==> src/design/dual_issue_pkg.sv <==
package dual_issue_pkg;

    localparam int unsigned xlen        = 32;
    localparam int unsigned num_regs    = 32;
    localparam int unsigned reg_addr_w  = 5;
    localparam int unsigned issue_width = 2;   // Slots per decoded pair.
    localparam int unsigned uop_w       = 4;

    // Micro-op codes understood by the execute lanes.
    localparam logic [uop_w-1:0] uop_add = 4'h0;
    localparam logic [uop_w-1:0] uop_sub = 4'h1;
    localparam logic [uop_w-1:0] uop_and = 4'h2;
    localparam logic [uop_w-1:0] uop_or  = 4'h3;
    localparam logic [uop_w-1:0] uop_xor = 4'h4;
    localparam logic [uop_w-1:0] uop_sll = 4'h5;
    localparam logic [uop_w-1:0] uop_srl = 4'h6;
    localparam logic [uop_w-1:0] uop_lui = 4'h7;

    // One decoded instruction as handed over by decode.
    typedef struct packed {
        logic                  valid;
        logic                  excp;    // Exception flag, only carried to retire.
        logic [uop_w-1:0]      uop;
        logic                  use_imm;
        logic [reg_addr_w-1:0] rd;
        logic [reg_addr_w-1:0] rj;
        logic [reg_addr_w-1:0] rk;
        logic [xlen-1:0]       imm;
        logic [xlen-1:0]       pc;
    } issue_slot_t;

    // Slot 0 sits in the low bits.
    typedef issue_slot_t [issue_width-1:0] issue_pair_t;

    // Operands already read, as one lane consumes them.
    typedef struct packed {
        logic                  valid;
        logic                  excp;
        logic [uop_w-1:0]      uop;
        logic [reg_addr_w-1:0] rd;
        logic [xlen-1:0]       src1;
        logic [xlen-1:0]       src2;
        logic [xlen-1:0]       pc;
    } lane_op_t;

    typedef struct packed {
        logic                  valid;
        logic                  we;      // Set only without exception and with rd nonzero.
        logic [reg_addr_w-1:0] rd;
        logic [xlen-1:0]       data;
        logic [xlen-1:0]       pc;
    } result_t;

endpackage

==> src/design/reg_read_stage.sv <==
`timescale 1ns/1ps

module reg_read_stage (
    input  logic                                  clk,
    input  logic                                  rst_n,
    input  logic                                  flush,
    input  dual_issue_pkg::issue_pair_t           in_pair,
    input  logic                                  in_valid,
    output logic                                  in_allowin,
    input  logic                                  out_allowin,
    input  logic [dual_issue_pkg::num_regs-1:0]   pending,
    output logic [dual_issue_pkg::reg_addr_w-1:0] raddr0,
    output logic [dual_issue_pkg::reg_addr_w-1:0] raddr1,
    output logic [dual_issue_pkg::reg_addr_w-1:0] raddr2,
    output logic [dual_issue_pkg::reg_addr_w-1:0] raddr3,
    input  logic [dual_issue_pkg::xlen-1:0]       rdata0,
    input  logic [dual_issue_pkg::xlen-1:0]       rdata1,
    input  logic [dual_issue_pkg::xlen-1:0]       rdata2,
    input  logic [dual_issue_pkg::xlen-1:0]       rdata3,
    output dual_issue_pkg::lane_op_t              ex_op0,
    output dual_issue_pkg::lane_op_t              ex_op1,
    output logic                                  ex_go
);

    logic [dual_issue_pkg::num_regs-1:0]                   busy;
    logic                                                  hazard;
    logic                                                  load;
    logic [dual_issue_pkg::issue_width-1:0]                vld_d;
    logic [dual_issue_pkg::issue_width-1:0]                vld_q;
    dual_issue_pkg::lane_op_t [dual_issue_pkg::issue_width-1:0] op_d;
    dual_issue_pkg::lane_op_t [dual_issue_pkg::issue_width-1:0] op_q;
    logic [dual_issue_pkg::xlen-1:0]                       rj_data [dual_issue_pkg::issue_width];
    logic [dual_issue_pkg::xlen-1:0]                       rk_data [dual_issue_pkg::issue_width];

    assign raddr0 = in_pair[0].rj;
    assign raddr1 = in_pair[0].rk;
    assign raddr2 = in_pair[1].rj;
    assign raddr3 = in_pair[1].rk;

    assign rj_data[0] = rdata0;
    assign rk_data[0] = rdata1;
    assign rj_data[1] = rdata2;
    assign rk_data[1] = rdata3;

    // A register is busy while its producer sits in this stage or waits in a lane.
    // Bit 0 is never set, since neither source marks rd 0.
    always_comb begin
        busy = pending;
        for (int s = 0; s < dual_issue_pkg::issue_width; s++) begin
            if (vld_q[s] && !op_q[s].excp && op_q[s].rd != '0)
                busy[op_q[s].rd] = 1'b1;
        end
        hazard = 1'b0;
        for (int s = 0; s < dual_issue_pkg::issue_width; s++) begin
            if (in_pair[s].valid &&
                (busy[in_pair[s].rj] || (!in_pair[s].use_imm && busy[in_pair[s].rk])))
                hazard = 1'b1;
        end
    end

    // Nothing is taken in on a flush edge, so the flushed slot stays empty.
    assign in_allowin = out_allowin && !hazard && !flush;
    assign load       = in_valid && in_allowin;

    always_comb begin
        for (int s = 0; s < dual_issue_pkg::issue_width; s++) begin
            vld_d[s]     = in_pair[s].valid;
            op_d[s].valid = in_pair[s].valid;
            op_d[s].excp  = in_pair[s].excp;
            op_d[s].uop   = in_pair[s].uop;
            op_d[s].rd    = in_pair[s].rd;
            op_d[s].src1  = rj_data[s];
            op_d[s].src2  = in_pair[s].use_imm ? in_pair[s].imm : rk_data[s];
            op_d[s].pc    = in_pair[s].pc;
        end
    end

    always_ff @(posedge clk or negedge rst_n) begin
        if (!rst_n)
            vld_q <= '0;
        else if (flush)
            vld_q <= '0;
        else if (load)
            vld_q <= vld_d;
        else if (out_allowin)
            vld_q <= '0;   // Bubble: the lanes drain but nothing new is ready.
    end

    always_ff @(posedge clk) begin
        if (load)
            op_q <= op_d;
    end

    always_comb begin
        ex_op0       = op_q[0];
        ex_op0.valid = vld_q[0];
        ex_op1       = op_q[1];
        ex_op1.valid = vld_q[1];
    end

    // A pair being flushed must not reach the lanes either.
    assign ex_go = (|vld_q) && !flush;

    a_flush_clears: assert property (@(posedge clk) disable iff (!rst_n)
        flush |=> vld_q == '0);

    a_no_load_on_hazard: assert property (@(posedge clk) disable iff (!rst_n)
        hazard |=> (vld_q == '0) || ($stable(vld_q) && $stable(op_q)));

endmodule

==> config.mk <==
export PLATFORM = sky130hd
export DESIGN_NAME = reg_read_stage
export DESIGN_NICKNAME = d
export VERILOG_FILES = /design/src/design/dual_issue_pkg.sv /design/src/design/reg_read_stage.sv
export SDC_FILE = /design/constraint.sdc
export NUM_CORES = 1
export LEC_CHECK = 0
export ABC_CLOCK_PERIOD_IN_PS = 29300
export BUFFER_PORTS_ARGS = -buffer_cell sky130_fd_sc_hd__buf_2
export CORE_AREA = 5 5 220 222
export DETAILED_ROUTE_END_ITERATION = 12
export DIE_AREA = 0 0 225 227
export GPL_TIMING_DRIVEN = 0
export RECOVER_POWER = 100
export SLEW_MARGIN = 20
export SYNTH_ARGS = -nofsm -noshare
export SYNTH_HDL_FRONTEND = slang
export SYNTH_SLANG_ARGS = --single-unit
==> constraint.sdc <==
create_clock -name clk -period 29.3 [get_ports clk]
set_input_delay 0 -clock clk [delete_from_list [all_inputs] [get_ports clk]]
set_output_delay 0 -clock clk [all_outputs]
set_load 0.02 [all_outputs]
==> After elaboration in Yosys (flattened, before gate mapping) <==
Cells that the tools add are included.
{ "totals": {"register_bits": 214, "inputBits": 337, "out_inout_bits": 236, "wordCells": 70} }
{ "op_classes": {"n_lt_le_gt_ge": 8, "n_mux": 21, "bitwise_logic": 2, "reduce_logical": 26} }
{ "op_table": {"columns": ["operator", "n"], "rows": [
  ["2-to-1 mux 32 bit", 4],
  ["OR 32 bit", 2],
  ["less-than comparator 5 x 6 -> 1 bit (second input constant)", 6],
  ["binary-select mux 1 bit (select 5 bit)", 4],
  ["logical AND 1 bit", 14],
  ["demux 1 bit (select 5 bit)", 2],
  ["greater-or-equal comparator 5 x 1 -> 1 bit (second input constant)", 2],
  ["nonzero test 5 bit", 2],
  ["2-to-1 mux 1 bit", 8],
  ["logical NOT 1 bit", 6],
  ["2-to-1 mux 2 bit", 3],
  ["nonzero test 3 bit", 1],
  ["logical OR 1 bit", 2],
  ["OR reduction 2 bit", 1]
]} }

==> Logic depth before layout (Yosys ltp) <==
Gate-level depths: netlist of run 1.
{ "logic_depth": {"depth_word": 21, "ltp_mapped": 10, "ltp_nobuf": 8} }

==> Worst setup path after synthesis of run 1 <==
Ideal clock, no wire load.
{ "synth_path": {"path_type": "flip-flop to flip-flop", "start": "register op_q (netlist bit ex_op1[99])", "end": "register op_q (netlist bit ex_op0[0]), enable pin", "setup_ps": 1044, "t_arrival_ps": 16589, "t_required_ps": 28256, "setup_slack_ps": 11668, "stages_incl_launch_ff": 11, "n_path_buf": 2, "synth_period_minus_slack_ps": 17632, "path_cell_list": "edfxtp_1 and3b_1 buf_2 buf_2 nand2_1 nand2_1 mux4_2 and2_1 o211ai_2 a41oi_2 nor3_1"} }
{ "synth_between": {"elab_chain_len": 17, "elab_cells_between_ends": 29} }
{ "synth_lines": {"columns": ["element", "line", "text"], "rows": [
  ["start, declared", "reg_read_stage.sv:31", "dual_issue_pkg::lane_op_t [dual_issue_pkg::issue_width-1:0] op_q;"],
  ["start signal, assigned", "reg_read_stage.sv:91", "op_q <= op_d;"],
  ["less-than comparator 5 x 6 -> 1 bit (implied by the code) / greater-or-equal comparator 5 x 1 -> 1 bit (equally long branches)", "reg_read_stage.sv:51", "busy[op_q[s].rd] = 1'b1;"],
  ["logical AND 1 bit (implied by the code)", "reg_read_stage.sv:51", null],
  ["2-to-1 mux 1 bit (implied by the code)", "reg_read_stage.sv:51", null],
  ["demux 1 bit (select 5 bit)", "reg_read_stage.sv:51", null],
  ["OR 32 bit (no line)", null, null],
  ["2-to-1 mux 32 bit (*)", "reg_read_stage.sv:50", "if (vld_q[s] && !op_q[s].excp && op_q[s].rd != '0)"],
  ["binary-select mux 1 bit (select 5 bit)", "reg_read_stage.sv:56", "(busy[in_pair[s].rj] || (!in_pair[s].use_imm && busy[in_pair[s].rk])))"],
  ["2-to-1 mux 1 bit (implied by the code)", "reg_read_stage.sv:56", null],
  ["logical AND 1 bit", "reg_read_stage.sv:56", null],
  ["logical OR 1 bit", "reg_read_stage.sv:56", null],
  ["logical AND 1 bit", "reg_read_stage.sv:55", "if (in_pair[s].valid &&"],
  ["2-to-1 mux 1 bit", "reg_read_stage.sv:55", null],
  ["2-to-1 mux 1 bit (*)", "reg_read_stage.sv:55", null],
  ["logical NOT 1 bit (*)", "reg_read_stage.sv:62", "assign in_allowin = out_allowin && !hazard && !flush;"],
  ["logical AND 1 bit (*) (2 in a row)", "reg_read_stage.sv:62", null],
  ["logical AND 1 bit (*)", "reg_read_stage.sv:63", "assign load = in_valid && in_allowin;"],
  ["named net load", "reg_read_stage.sv:27", "logic load;"]
]} }
Mark *: on every way through the listed nets, which the timed path passes. The rest lies on a longest branch. The select of a mux whose other input is x is not followed.
A chain may end at the register's enable or synchronous reset.

==> Final worst setup path of run 1 <==
{ "layout_path": {"start": "register vld_q[0] (netlist name)", "end": "register op_q (netlist bit ex_op1[29]), enable pin"} }
{ "layout_between": {"elab_chain_len": 16, "elab_cells_between_ends": 25} }
{ "layout_lines": {"columns": ["element", "line", "text"], "rows": [
  ["start, declared", "reg_read_stage.sv:29", "logic [dual_issue_pkg::issue_width-1:0] vld_q;"],
  ["start signal, assigned", "reg_read_stage.sv:84", "vld_q <= vld_d;"],
  ["logical AND 1 bit (*) (2 in a row)", "reg_read_stage.sv:50", null],
  ["2-to-1 mux 32 bit (*)", "reg_read_stage.sv:50", null],
  ["OR 32 bit (no line)", null, null],
  ["2-to-1 mux 32 bit (*)", "reg_read_stage.sv:50", null],
  ["binary-select mux 1 bit (select 5 bit)", "reg_read_stage.sv:56", null],
  ["2-to-1 mux 1 bit (implied by the code)", "reg_read_stage.sv:56", null],
  ["logical AND 1 bit", "reg_read_stage.sv:56", null],
  ["logical OR 1 bit", "reg_read_stage.sv:56", null],
  ["logical AND 1 bit", "reg_read_stage.sv:55", null],
  ["2-to-1 mux 1 bit", "reg_read_stage.sv:55", null],
  ["2-to-1 mux 1 bit (*)", "reg_read_stage.sv:55", null],
  ["logical NOT 1 bit (*)", "reg_read_stage.sv:62", null],
  ["logical AND 1 bit (*) (2 in a row)", "reg_read_stage.sv:62", null],
  ["logical AND 1 bit (*)", "reg_read_stage.sv:63", null],
  ["named net load", "reg_read_stage.sv:27", null]
]} }
Marked as above.

==> impl_results.md, run 1 <==
- Mapped cell area: 9490 um^2
- GR Util All Layers: 0.191
- Final wirelength: 51900 um
- RSZ-0062 raised after global routing: false
- Most frequent CP cell: clkbuf_1
- Fin. Hold Viols: 0
- Wire per inst: 23.6 um
- Hold_sp: in_valid
- Worst-Skew Late Latency: 0.54 ns
- Max-cap violation count: 0
- Peak supply drop: 0.0000598 V
- Syn_nets: 993
- Slowest stage delay, CP: 0.93 ns
- Commonest non-fill, non-tap cell in the layout: buf_2
- Worst EP required: 29.46 ns
- CTS buffer count: 25
- EDFF count, synth: 212
- Seq/Total Area, Yosys: 0.676
- Post-DP HPWL: 40100 um
- Site row count: 79
- Arrival time at the worst endpoint: 7.49 ns
- Layout cell share with drive strength beyond 1: 0.292
- Die area: 51100 um^2
- Core Footprint: 46200 um^2
- CP max stage cell: o311ai_0
- Maximum achievable frequency: 136 MHz
- Final Max Tran Viols: 0
- Sw frac: 0.242
- GP Congestion: 0.938
- Net Switching: 0.000195 W
- Synth cell types: 60
- Initial antenna violation count: 22
- Int Power: 0.000611 W
- DR vias/cell: 4.53
- CP cell instances: nor4bb_1, clkbuf_1, a21oi_1, nand2_1, o2111ai_1, nand3_1, o311ai_0, a41oi_1, nor3_1, clkbuf_1, clkbuf_1, clkbuf_1, clkbuf_1, clkbuf_1, clkbuf_1
- Hold Path Class: in -> reg
- Fin Setup TNS: 0 ns
- Router iterations before antenna repair: 5
- Clock share of power: 0.412
- Ys async rst share: 0.00935
- Place WS: 24.23 ns
- IO Pins: 573
- Post-CTS repair timing setup buffer count: 0
- Post_cts resized: 0
- Minimum clock period: 7.34 ns
- H-Tree Depth: 1
- Grt total ovfl: 0
- Post-Syn Instances: 656
- Power Dens Cells: 48.7 nW/um^2
- Final nets: 1893
- Yosys warnings: 0
- Mean Syn Cell Area: 14.5 um^2
- RR Startpoint: vld_q[0]
- CP Launch Type: flop
- Worst Max-Slew Pin Slew: 1.12 ns
- Post-route setup slack: 21.96 ns
- Setup CP Type: reg -> reg
- Most used flip-flop cell after synthesis: edfxtp_1
- Vias in the first global route: 10800
- CTS max path bufs: 3
- Initial core utilization: 0.206
- Outcome: completed
- LEAKAGE: 6.23 nW
- CTS Sinks: 214
- Area growth, synth to finish: 74.6%
- Crit path max fanout: 12
- Part of the power in registers: 0.434
- Chip height: 227 um
- Non-filler cells, final: 2196
- Placed cells: 1853
- Critical path startpoint: vld_q[0]
- Via Count: 9940
- Tcrit/Tclk final: 0.250
- Reg clk slew, reported paths: 0.06 ns
- # setup viols final: 0
- First-pass GRT wire length: 72200 um
- Root Buffer: clkbuf_16
- Crit. End Element: flop
- Initial DRC count: 765
- Port Buffer Count: 566
- Largest net degree at the start of global routing: 14
- DRC: 0
- TritonCTS clock tree: built
- Final Core Density: 0.359
- Slew HR: 0.243
- Comb power frac: 0.154
- Die Span X: 225 um
- Most frequent cells in the layout: buf_2 (320), clkbuf_1 (305), dlygate4sd3_1 (283), edfxtp_1 (212), mux2_2 (64)
- Clk_skew: 0.0237 ns
- Yosys reg bits: 214
- Antenna Nets Post-Route: 0
[worst paths after layout]
| kind | end | slack [ns] | depth (start not counted) |
|---|---|---|---|
| worst max register to register | ex_op1[29] | 21.96 | 15 |
| min in group asynchronous | vld_q[0] | 0.36 | 3 |
| worst max-delay path | ex_op1[29] | 21.96 | 15 |
| worst min-delay path | ex_op1[53] | 0.05 | 3 |
| max in group asynchronous | vld_q[0] | 28.82 | 3 |
| worst min register to register | vld_q[1] | 1.29 | 3 |
[synthesized netlist by cell type, drive strengths merged (3+ instances only)]
cell	instances	area share
a21oi	35	0.020
a311oi	3	0.0028
nand2	41	0.016
and3b	5	0.0046
nand4b	3	0.0028
a31oi	8	0.0053
mux2	64	0.076
nand4	24	0.016
inv	12	0.0047
o21ai	8	0.0042
nor4b	5	0.0069
nor2	24	0.0095
nor2b	9	0.0059
a32oi	6	0.0055
nor3b	6	0.0053
a41oi	4	0.0045
and2	6	0.0040
nor3	4	0.0021
mux4	3	0.0071
o211ai	12	0.010
clkbuf	22	0.0087
o2111ai	15	0.015
buf	32	0.025
o311ai	4	0.0037
edfxtp	212	0.67
nand3	62	0.033
and4b	4	0.0042
[kinds of logic (layout without fill, tap and decap cells)]
| group | after synthesis | count (layout) | synth area share |
|---|---|---|---|
| flip-flops | 214 | 214 | 0.676 |
| AND/OR/NAND/NOR | 205 | 205 | 0.122 |
| multiplexers | 68 | 68 | 0.0841 |
| AO/OA/AOI/OAI | 103 | 103 | 0.0802 |
| other | 0 | 15 | 0 |
| buffers and inverters | 66 | 984 | 0.0381 |
[flip-flops by register name (all words and copies together) (netlist names)]
signal and count:
ex_op0 106, ex_op1 106, vld_q 2
[power groups by stage]
| stage | clock network (W) | registers, W | logic [W] |
|---|---|---|---|
| 2_1_floorplan | 0 | 0.000369 | 0.0000336 |
| 6_report | 0.000333 | 0.000350 | 0.000124 |
| 3_3_place_gp | 0 | 0.000362 | 0.0000886 |
| 4_1_cts | 0.000341 | 0.000349 | 0.000126 |
| 3_5_place_dp | 0 | 0.000356 | 0.0000912 |
| 5_1_grt | 0.000356 | 0.000350 | 0.000132 |
[cell type report]
class / count / area, um^2
plain buffers: 54 / 313
inverters: 12 / 45.0
clock buffers: 31 / 648
diodes: 15 / 37.5
fillers: 4614 / 29600
well taps: 607 / 759
repair buffers: 873 / 5440
flip-flops and latches: 214 / 6420
multi-input cells: 376 / 2710
clock inverters: 14 / 208
[layer usage]
metal  vias up  part of all wire  GRT usage
li1       4428                 -          -
met1      4812              0.35      0.211
met2       572              0.51      0.341
met3       124              0.10     0.0695
met4         4             0.038     0.0693
met5         -           0.00052          0
[worst max-delay path, delay by kind of cell (launching register included)]
family / cells / cell delay, ns
buffers and inverters: 7 / 3.28
AOI/OAI and AO/OA: 4 / 2.01
and+or+nand+nor: 4 / 1.12
DFF: 1 / 0.55
[through the flow]
| step | cell area [um^2] | power, W | hold slack [ns] |
|---|---|---|---|
| floorplan | 9490 | 0.000403 | -0.296 |
| global placement | 13100 | 0.000451 | -0.215 |
| detailed placement | 13300 | 0.000447 | -0.211 |
| CTS | 17000 | 0.000816 | 0.0124 |
| global route | 16600 | 0.000839 | 0.0428 |
| finish | 16600 | 0.000806 | 0.0525 |
[timing repair]
action,4_1_cts,5_1_grt
hold endpoints to repair,216,0
setup endpoints to repair,0,0
hold buffers,283,0
(Power assumes the default switching activity.)
==> run 2, diff against run 1 <==
ABC_AREA = 1   (was not set)
ABC_CLOCK_PERIOD_IN_PS = 5900   (was 29300)
CORE_AREA = 5 5 222 224   (was 5 5 220 222)
DIE_AREA = 0 0 227 229   (was 0 0 225 227)
clock period = 5.9 ns   (was 29.3 ns; I/O delays follow)
==> run 2 against run 1 <==
Against the previous run: largest cell class unchanged; utilization decreased by 0.90 points; worst hold slack improved by 0.094 ns; total power increased to 4.8 times the previous value; critical path type unchanged; area after synthesis decreased by 0.32%; sequential power increased to 4.9 times the previous value; global-route usage decreased by 2.7 points; maximum frequency increased by 63%; first-iteration DRC count increased by 5.6%.
==> impl_results.md, run 2 <==
- GP Congestion: 0.964
- Commonest cells post-synth: nand2_1 (356), edfxtp_1 (212), nand3_1 (136)
- Arrival time at the worst endpoint: 4.66 ns
- Sequential cell area: 6420 um^2
- Net Switching: 0.000972 W
- Router iterations before antenna repair: 5
- Ys async rst share: 0.00935
- Hold_sp: in_pair[5]
- Simple-gate share of the synthesized area: 0.248
- Clock share of power: 0.395
- Fin Setup TNS: 0 ns
- Hold Path Class: in -> reg
- Port Buffer Count: 569
- Cells on Worst Hold Path: 2
- Post-synthesis mux area share: 0
- Worst reg2reg path depth: 15
- Yosys reg bits: 214
- H-Tree Depth: 1
- Worst Max-Slew Pin Slew: 1.42 ns
- LEAKAGE: 6.90 nW
- Post-DP HPWL: 33600 um
- Cell area after placement: 13200 um^2
- DR vias/cell: 4.32
- Int Power: 0.00288 W
- R2R Path End: ex_op1[97]
- IO Pins: 573
- Layout cell share with drive strength beyond 1: 0.209
- Wire per inst: 18.7 um
- Worst Hold Slack: 0.147 ns
- CP cell instances: nor2_1, nand3_2, nand4_1, nand3_1, nand2_1, nand2_1, nand3_1, nand3_1, nand2_1, nand2_1, nand3_1, nand2_1, nand2_1, and3_1, clkbuf_2
- Minimum clock period: 4.51 ns
- Synth cell types: 27
- CTS Sinks: 214
- Most frequent CP cell: nand2_1
- Vias in the first global route: 11100
- CP max stage cell: clkbuf_2
- Core Footprint: 47100 um^2
- Filler cells: 4760
- Placed cells: 2103
- Commonest non-fill, non-tap cell in the layout: nand2_1
- Part of the power in registers: 0.449
- Root Buffer: clkbuf_16
- GR Util All Layers: 0.164
- CP Launch Type: flop
- First-pass GRT wire length: 66000 um
- Setup CP Type: reg -> reg
- Mapped cell area: 9460 um^2
- Power Dens Cells: 234 nW/um^2
- Die Span X: 227 um
- Worst-Skew Late Latency: 0.56 ns
- Area growth, synth to finish: 74.4%
- Initial DRC count: 808
- Chip height: 229 um
- Largest net degree at the start of global routing: 61
- Seq/Total Area, Yosys: 0.678
- DRC: 0
- Total power: 0.00386 W
- Hold EP: ex_op0[5]
- Grt total ovfl: 0
- Largest family of logic cells by synthesized area: simple AND/OR/NAND/NOR gates
- Reg clk slew, reported paths: 0.07 ns
- Antenna Nets Post-Route: 0
- Synth top area cells: edfxtp_1 (67%), nand2_1 (14%), nand3_1 (7.2%)
- Initial core utilization: 0.201
- Site row count: 80
- Outcome: completed
- Max-cap violation count: 0
- Die area: 52000 um^2
- CTS max path bufs: 3
- Post-Syn Instances: 915
- Final wirelength: 45600 um
- # setup viols final: 0
- Syn_nets: 1252
- Peak supply drop: 0.000265 V
- Slowest stage delay, CP: 1.09 ns
- Final nets: 2139
- Multi-input logic area: 2590 um^2
- Most frequent cells in the layout: nand2_1 (356), buf_2 (311), clkbuf_1 (290), dlygate4sd3_1 (287), edfxtp_1 (212)
- RR Startpoint: ex_op1[97]
- Via Count: 10500
- Mean Syn Cell Area: 10.3 um^2
- CTS buffer count: 25
- Compound-Gate Fraction of Synth Area: 0.0258
- Comb power frac: 0.156
- Area share of fa/ha/maj cells after synthesis: 0
- Fin. Hold Viols: 0
- Crit. End Element: flop
- Tcrit/Tclk final: 0.764
- RSZ-0062 raised after global routing: false
- Post-CTS repair timing setup buffer count: 0
- Synth Area in XOR/XNOR: 0
- Clk_skew: 0.0400 ns
- Non-filler cells, final: 2435
- Maximum achievable frequency: 222 MHz
- TritonCTS clock tree: built
- Slew HR: 0.0501
- Crit path max fanout: 48
- Yosys warnings: 0
- EDFF count, synth: 212
- Sw frac: 0.252
- Worst R2R Setup Slack: 1.39 ns
- Initial antenna violation count: 9
- Yosys top cell area share: 0.673
- Count leader, synth: nand2_1
- Largest area contributor in the netlist: edfxtp_1
- Most used flip-flop cell after synthesis: edfxtp_1
- Worst EP required: 6.05 ns
- Final Max Tran Viols: 0
- Final std cell area, no fill: 16500 um^2
[run 2: cell count changes in the layout (fill, tap and decap cells not counted), moves of 9 or more]
cell	delta
nor2b_1	-9
nand3_1	+74
diode_2	-14
mux2_2	-64
inv_1	+40
clkbuf_1	-15
o2111ai_1	-14
nand2_1	+316
buf_2	-9
[run 2: cell type report]
type | count | share of cell area
diodes | 1 | 0.000152
plain buffers | 47 | 0.0152
clock buffers | 31 | 0.0393
clock inverters | 13 | 0.00857
inverters | 54 | 0.0123
multi-input cells | 600 | 0.157
flip-flops and latches | 214 | 0.389
well taps | 615 | 0.0466
repair buffers | 860 | 0.332
[run 2: routing by layer]
metal / global-route usage / routed length [um] / vias up
li1: - / - / 4901
met1: 0.198 / 17400 / 4948
met2: 0.286 / 22400 / 560
met3: 0.0448 / 4110 / 105
met4: 0.0516 / 1620 / 14
met5: 0 / 70 / -
[run 2: worst max-delay path by stage]
stage                     from    endpoint  depth (start not counted)  slack [ns]
floorplan           ex_op0[98]   ex_op0[0]                         15        1.07
global placement      vld_q[0]  ex_op1[26]                         14       -0.63
detailed placement    vld_q[0]  ex_op0[27]                         16        2.15
CTS                   vld_q[0]  ex_op1[86]                         16        2.17
global route        ex_op1[97]  ex_op1[97]                         15        1.15
finish              ex_op1[97]  ex_op1[97]                         15        1.39
[run 2: power groups by stage]
stage	combinational, W	sequential, W	clock, W
finish	0.000602	0.00173	0.00153
global route	0.000652	0.00173	0.00164
CTS	0.000605	0.00173	0.00158
detailed placement	0.000438	0.00176	0
global placement	0.000427	0.00176	0
floorplan	0.000166	0.00180	0
[run 2: critical path: cells and delay by family, from the launching register on]
family,cells,cell delay (ns)
buffers and inverters,1,1.09
AND/OR/NAND/NOR,14,2.45
flip-flops,1,0.46
[run 2: kinds of logic (layout without fill, tap and decap cells)]
kind of cell,count (synthesis),after routing
buffers and inverters,101,1005
and+or+nand+nor,554,554
DFF,214,214
AOI/OAI and AO/OA,46,46
other,0,1
[run 2: timing repair]
item / in CTS / in global routing
hold buffers: 287 / 0
gates resized for setup: 0 / 0
endpoints found under the hold margin: 225 / 0
[run 2: stage by stage]
step                      setup slack (ns)  utilization
after floorplan                       1.07            -
after global placement              -0.629        0.277
after detailed placement              2.15        0.280
after CTS                             2.17        0.357
after global routing                  1.15        0.350
final                                 1.39        0.350
==> run 3, diff against run 2 <==
ABC_CLOCK_PERIOD_IN_PS = 4550   (was 5900)
clock period = 4.55 ns   (was 5.9 ns; I/O delays follow)
==> run 3 against run 2 <==
Against the previous run: non-clock buffer count down 1; clock power up 50%; largest power group is now clock; combinational power is 32% higher; critical endpoint is now ex_op0[20]; wire length rose by 1.9%; sequential power rose by 29%; die area did not move.
==> impl_results.md, run 3 (synthesis gave the netlist of run 2 again) <==
- Worst reg2reg path depth: 16
- Die Span X: 227 um
- Critical path startpoint: ex_op1[97]
- DR vias/cell: 4.34
- Initial DRC count: 680
- Comb power frac: 0.149
- Power Dens Cells: 319 nW/um^2
- Arrival time at the worst endpoint: 4.16 ns
- Part of the power in registers: 0.421
- Sw frac: 0.243
- Int Power: 0.00403 W
- Chip height: 229 um
- Worst Max-Slew Pin Slew: 0.709 ns
- Die area: 52000 um^2
- Minimum clock period: 3.94 ns
- Setup CP Type: reg -> reg
- Root Buffer: clkbuf_16
- Final Core Density: 0.354
- GP Congestion: 0.933
- DRC: 0
- IO Pins: 573
- Cells on Worst Hold Path: 2
- CTS Sinks: 214
- Layout cell share with drive strength beyond 1: 0.217
- Most frequent cells in the layout: nand2_1 (356), buf_2 (319), dlygate4sd3_1 (286), clkbuf_1 (277), edfxtp_1 (212)
- Reg clk slew, reported paths: 0.06 ns
- CTS max path bufs: 3
- CTS buffer count: 25
- Placed cells: 2103
- Tcrit/Tclk final: 0.865
- Initial antenna violation count: 7
- Fin. Hold Viols: 0
- Site row count: 80
- Multi-input logic area: 2590 um^2
- Vias in the first global route: 11000
- RSZ-0062 raised after global routing: false
- Slew HR: 0.526
- Worst R2R Setup Slack: 0.61 ns
- Wire per inst: 19.1 um
- Non-filler cells, final: 2439
- H-Tree Depth: 1
- Core Footprint: 47100 um^2
- Grt total ovfl: 0
- Clock share of power: 0.430
- Crit path to: ex_op0[20]
- Via Count: 10600
- Worst EP required: 4.78 ns
- GR Util All Layers: 0.168
- Outcome: completed
- CP Launch Type: flop
- Largest net degree at the start of global routing: 62
- First-pass GRT wire length: 66500 um
- Area growth, synth to finish: 76.3%
- Net Switching: 0.00129 W
- Sequential cell area: 6420 um^2
- Max-cap violation count: 0
- Port Buffer Count: 569
- Crit path max fanout: 61
- LEAKAGE: 7.00 nW
- Post-DP HPWL: 34500 um
- Antenna Nets Post-Route: 0
- Final wirelength: 46500 um
- Crit. End Element: flop
- # setup viols final: 0
- Final nets: 2138
- Clk_skew: 0.0198 ns
- Commonest non-fill, non-tap cell in the layout: nand2_1
- Initial core utilization: 0.201
- Router iterations before antenna repair: 7
- Worst-Skew Late Latency: 0.55 ns
- R2R Path End: ex_op0[20]
- Maximum achievable frequency: 254 MHz
- Final Max Tran Viols: 0
- Filler cells: 4691
- RR Startpoint: ex_op1[97]
- TritonCTS clock tree: built
- Hold Path Class: in -> reg
- Post-CTS repair timing setup buffer count: 0
- Peak supply drop: 0.000316 V
[run 3: cell types whose count changed in the layout (fill, tap and decap cells not counted), sizes merged]
cell | before | now
clkbuf | 316 | 303
bufinv | 2 | 7
diode | 1 | 4
dlygate4sd3 | 287 | 286
buf | 335 | 345
[run 3: worst min-delay path by stage]
stage / from / to / slack, ns
final: in_valid / ex_op1[105] / 0.06
after global routing: in_valid / ex_op0[43] / 0.06
after CTS: in_valid / ex_op1[105] / 0.04
after detailed placement: rst_n / vld_q[0] / -0.21
after global placement: rst_n / vld_q[1] / -0.21
after floorplan: rst_n / vld_q[0] / -0.30
[run 3: final cells by class]
type                       count  share of cell area
timing repair buffer         859               0.330
inverter                      54              0.0122
tap                          615              0.0461
clock buffer                  28              0.0382
clock inverter                18              0.0178
buffer                        47              0.0151
sequential                   214               0.385
antenna                        4            0.000600
multi-input combinational    600               0.155
[run 3: layer usage]
layer	vias up	routed length [um]	GRT usage
li1	4900	-	-
met1	4925	17600	0.202
met2	650	22100	0.281
met3	115	4820	0.0520
met4	6	1910	0.0630
met5	-	41	0
[run 3: timing repair]
action	in CTS	in global routing
hold buffers	286	0
endpoints found under the hold margin	216	0
resized for setup	0	0
[run 3: power groups by stage]
stage          Clock [W]  Sequential (W)  Combinational, W
6_report         0.00229         0.00224          0.000792
5_1_grt          0.00242         0.00224          0.000853
4_1_cts          0.00234         0.00224          0.000791
3_5_place_dp           0         0.00228          0.000575
3_3_place_gp           0         0.00228          0.000562
2_1_floorplan          0         0.00233          0.000216
[run 3: critical path, stage by stage, from the launching register on]
cell and delay (ns):
edfxtp_1 0.52, nor2_1 0.48, nand3_1 0.23, nand4_1 0.27, nand3_1 0.10, nand2_1 0.10, nand2_1 0.05, nand3_1 0.09
nand3_1 0.07, nand2_1 0.06, nand2_1 0.05, nand3_1 0.12, nand2_1 0.14, nand2_1 0.16, and3_4 0.43, buf_16 0.32
buf_16 0.30
[run 3: through the flow]
| stage | TNS, ns | hold WS, ns | setup WS (ns) | instance area [um^2] | power (W) |
|---|---|---|---|---|---|
| floorplan | 0 | -0.296 | 0.763 | 9470 | 0.00255 |
| global placement | -110.27 | -0.212 | -0.548 | 13100 | 0.00285 |
| detailed placement | 0 | -0.212 | 0.621 | 13200 | 0.00286 |
| CTS | 0 | 0.0395 | 0.586 | 17000 | 0.00537 |
| global route | 0 | 0.0559 | 0.286 | 16700 | 0.00552 |
| finish | 0 | 0.0646 | 0.613 | 16700 | 0.00532 |
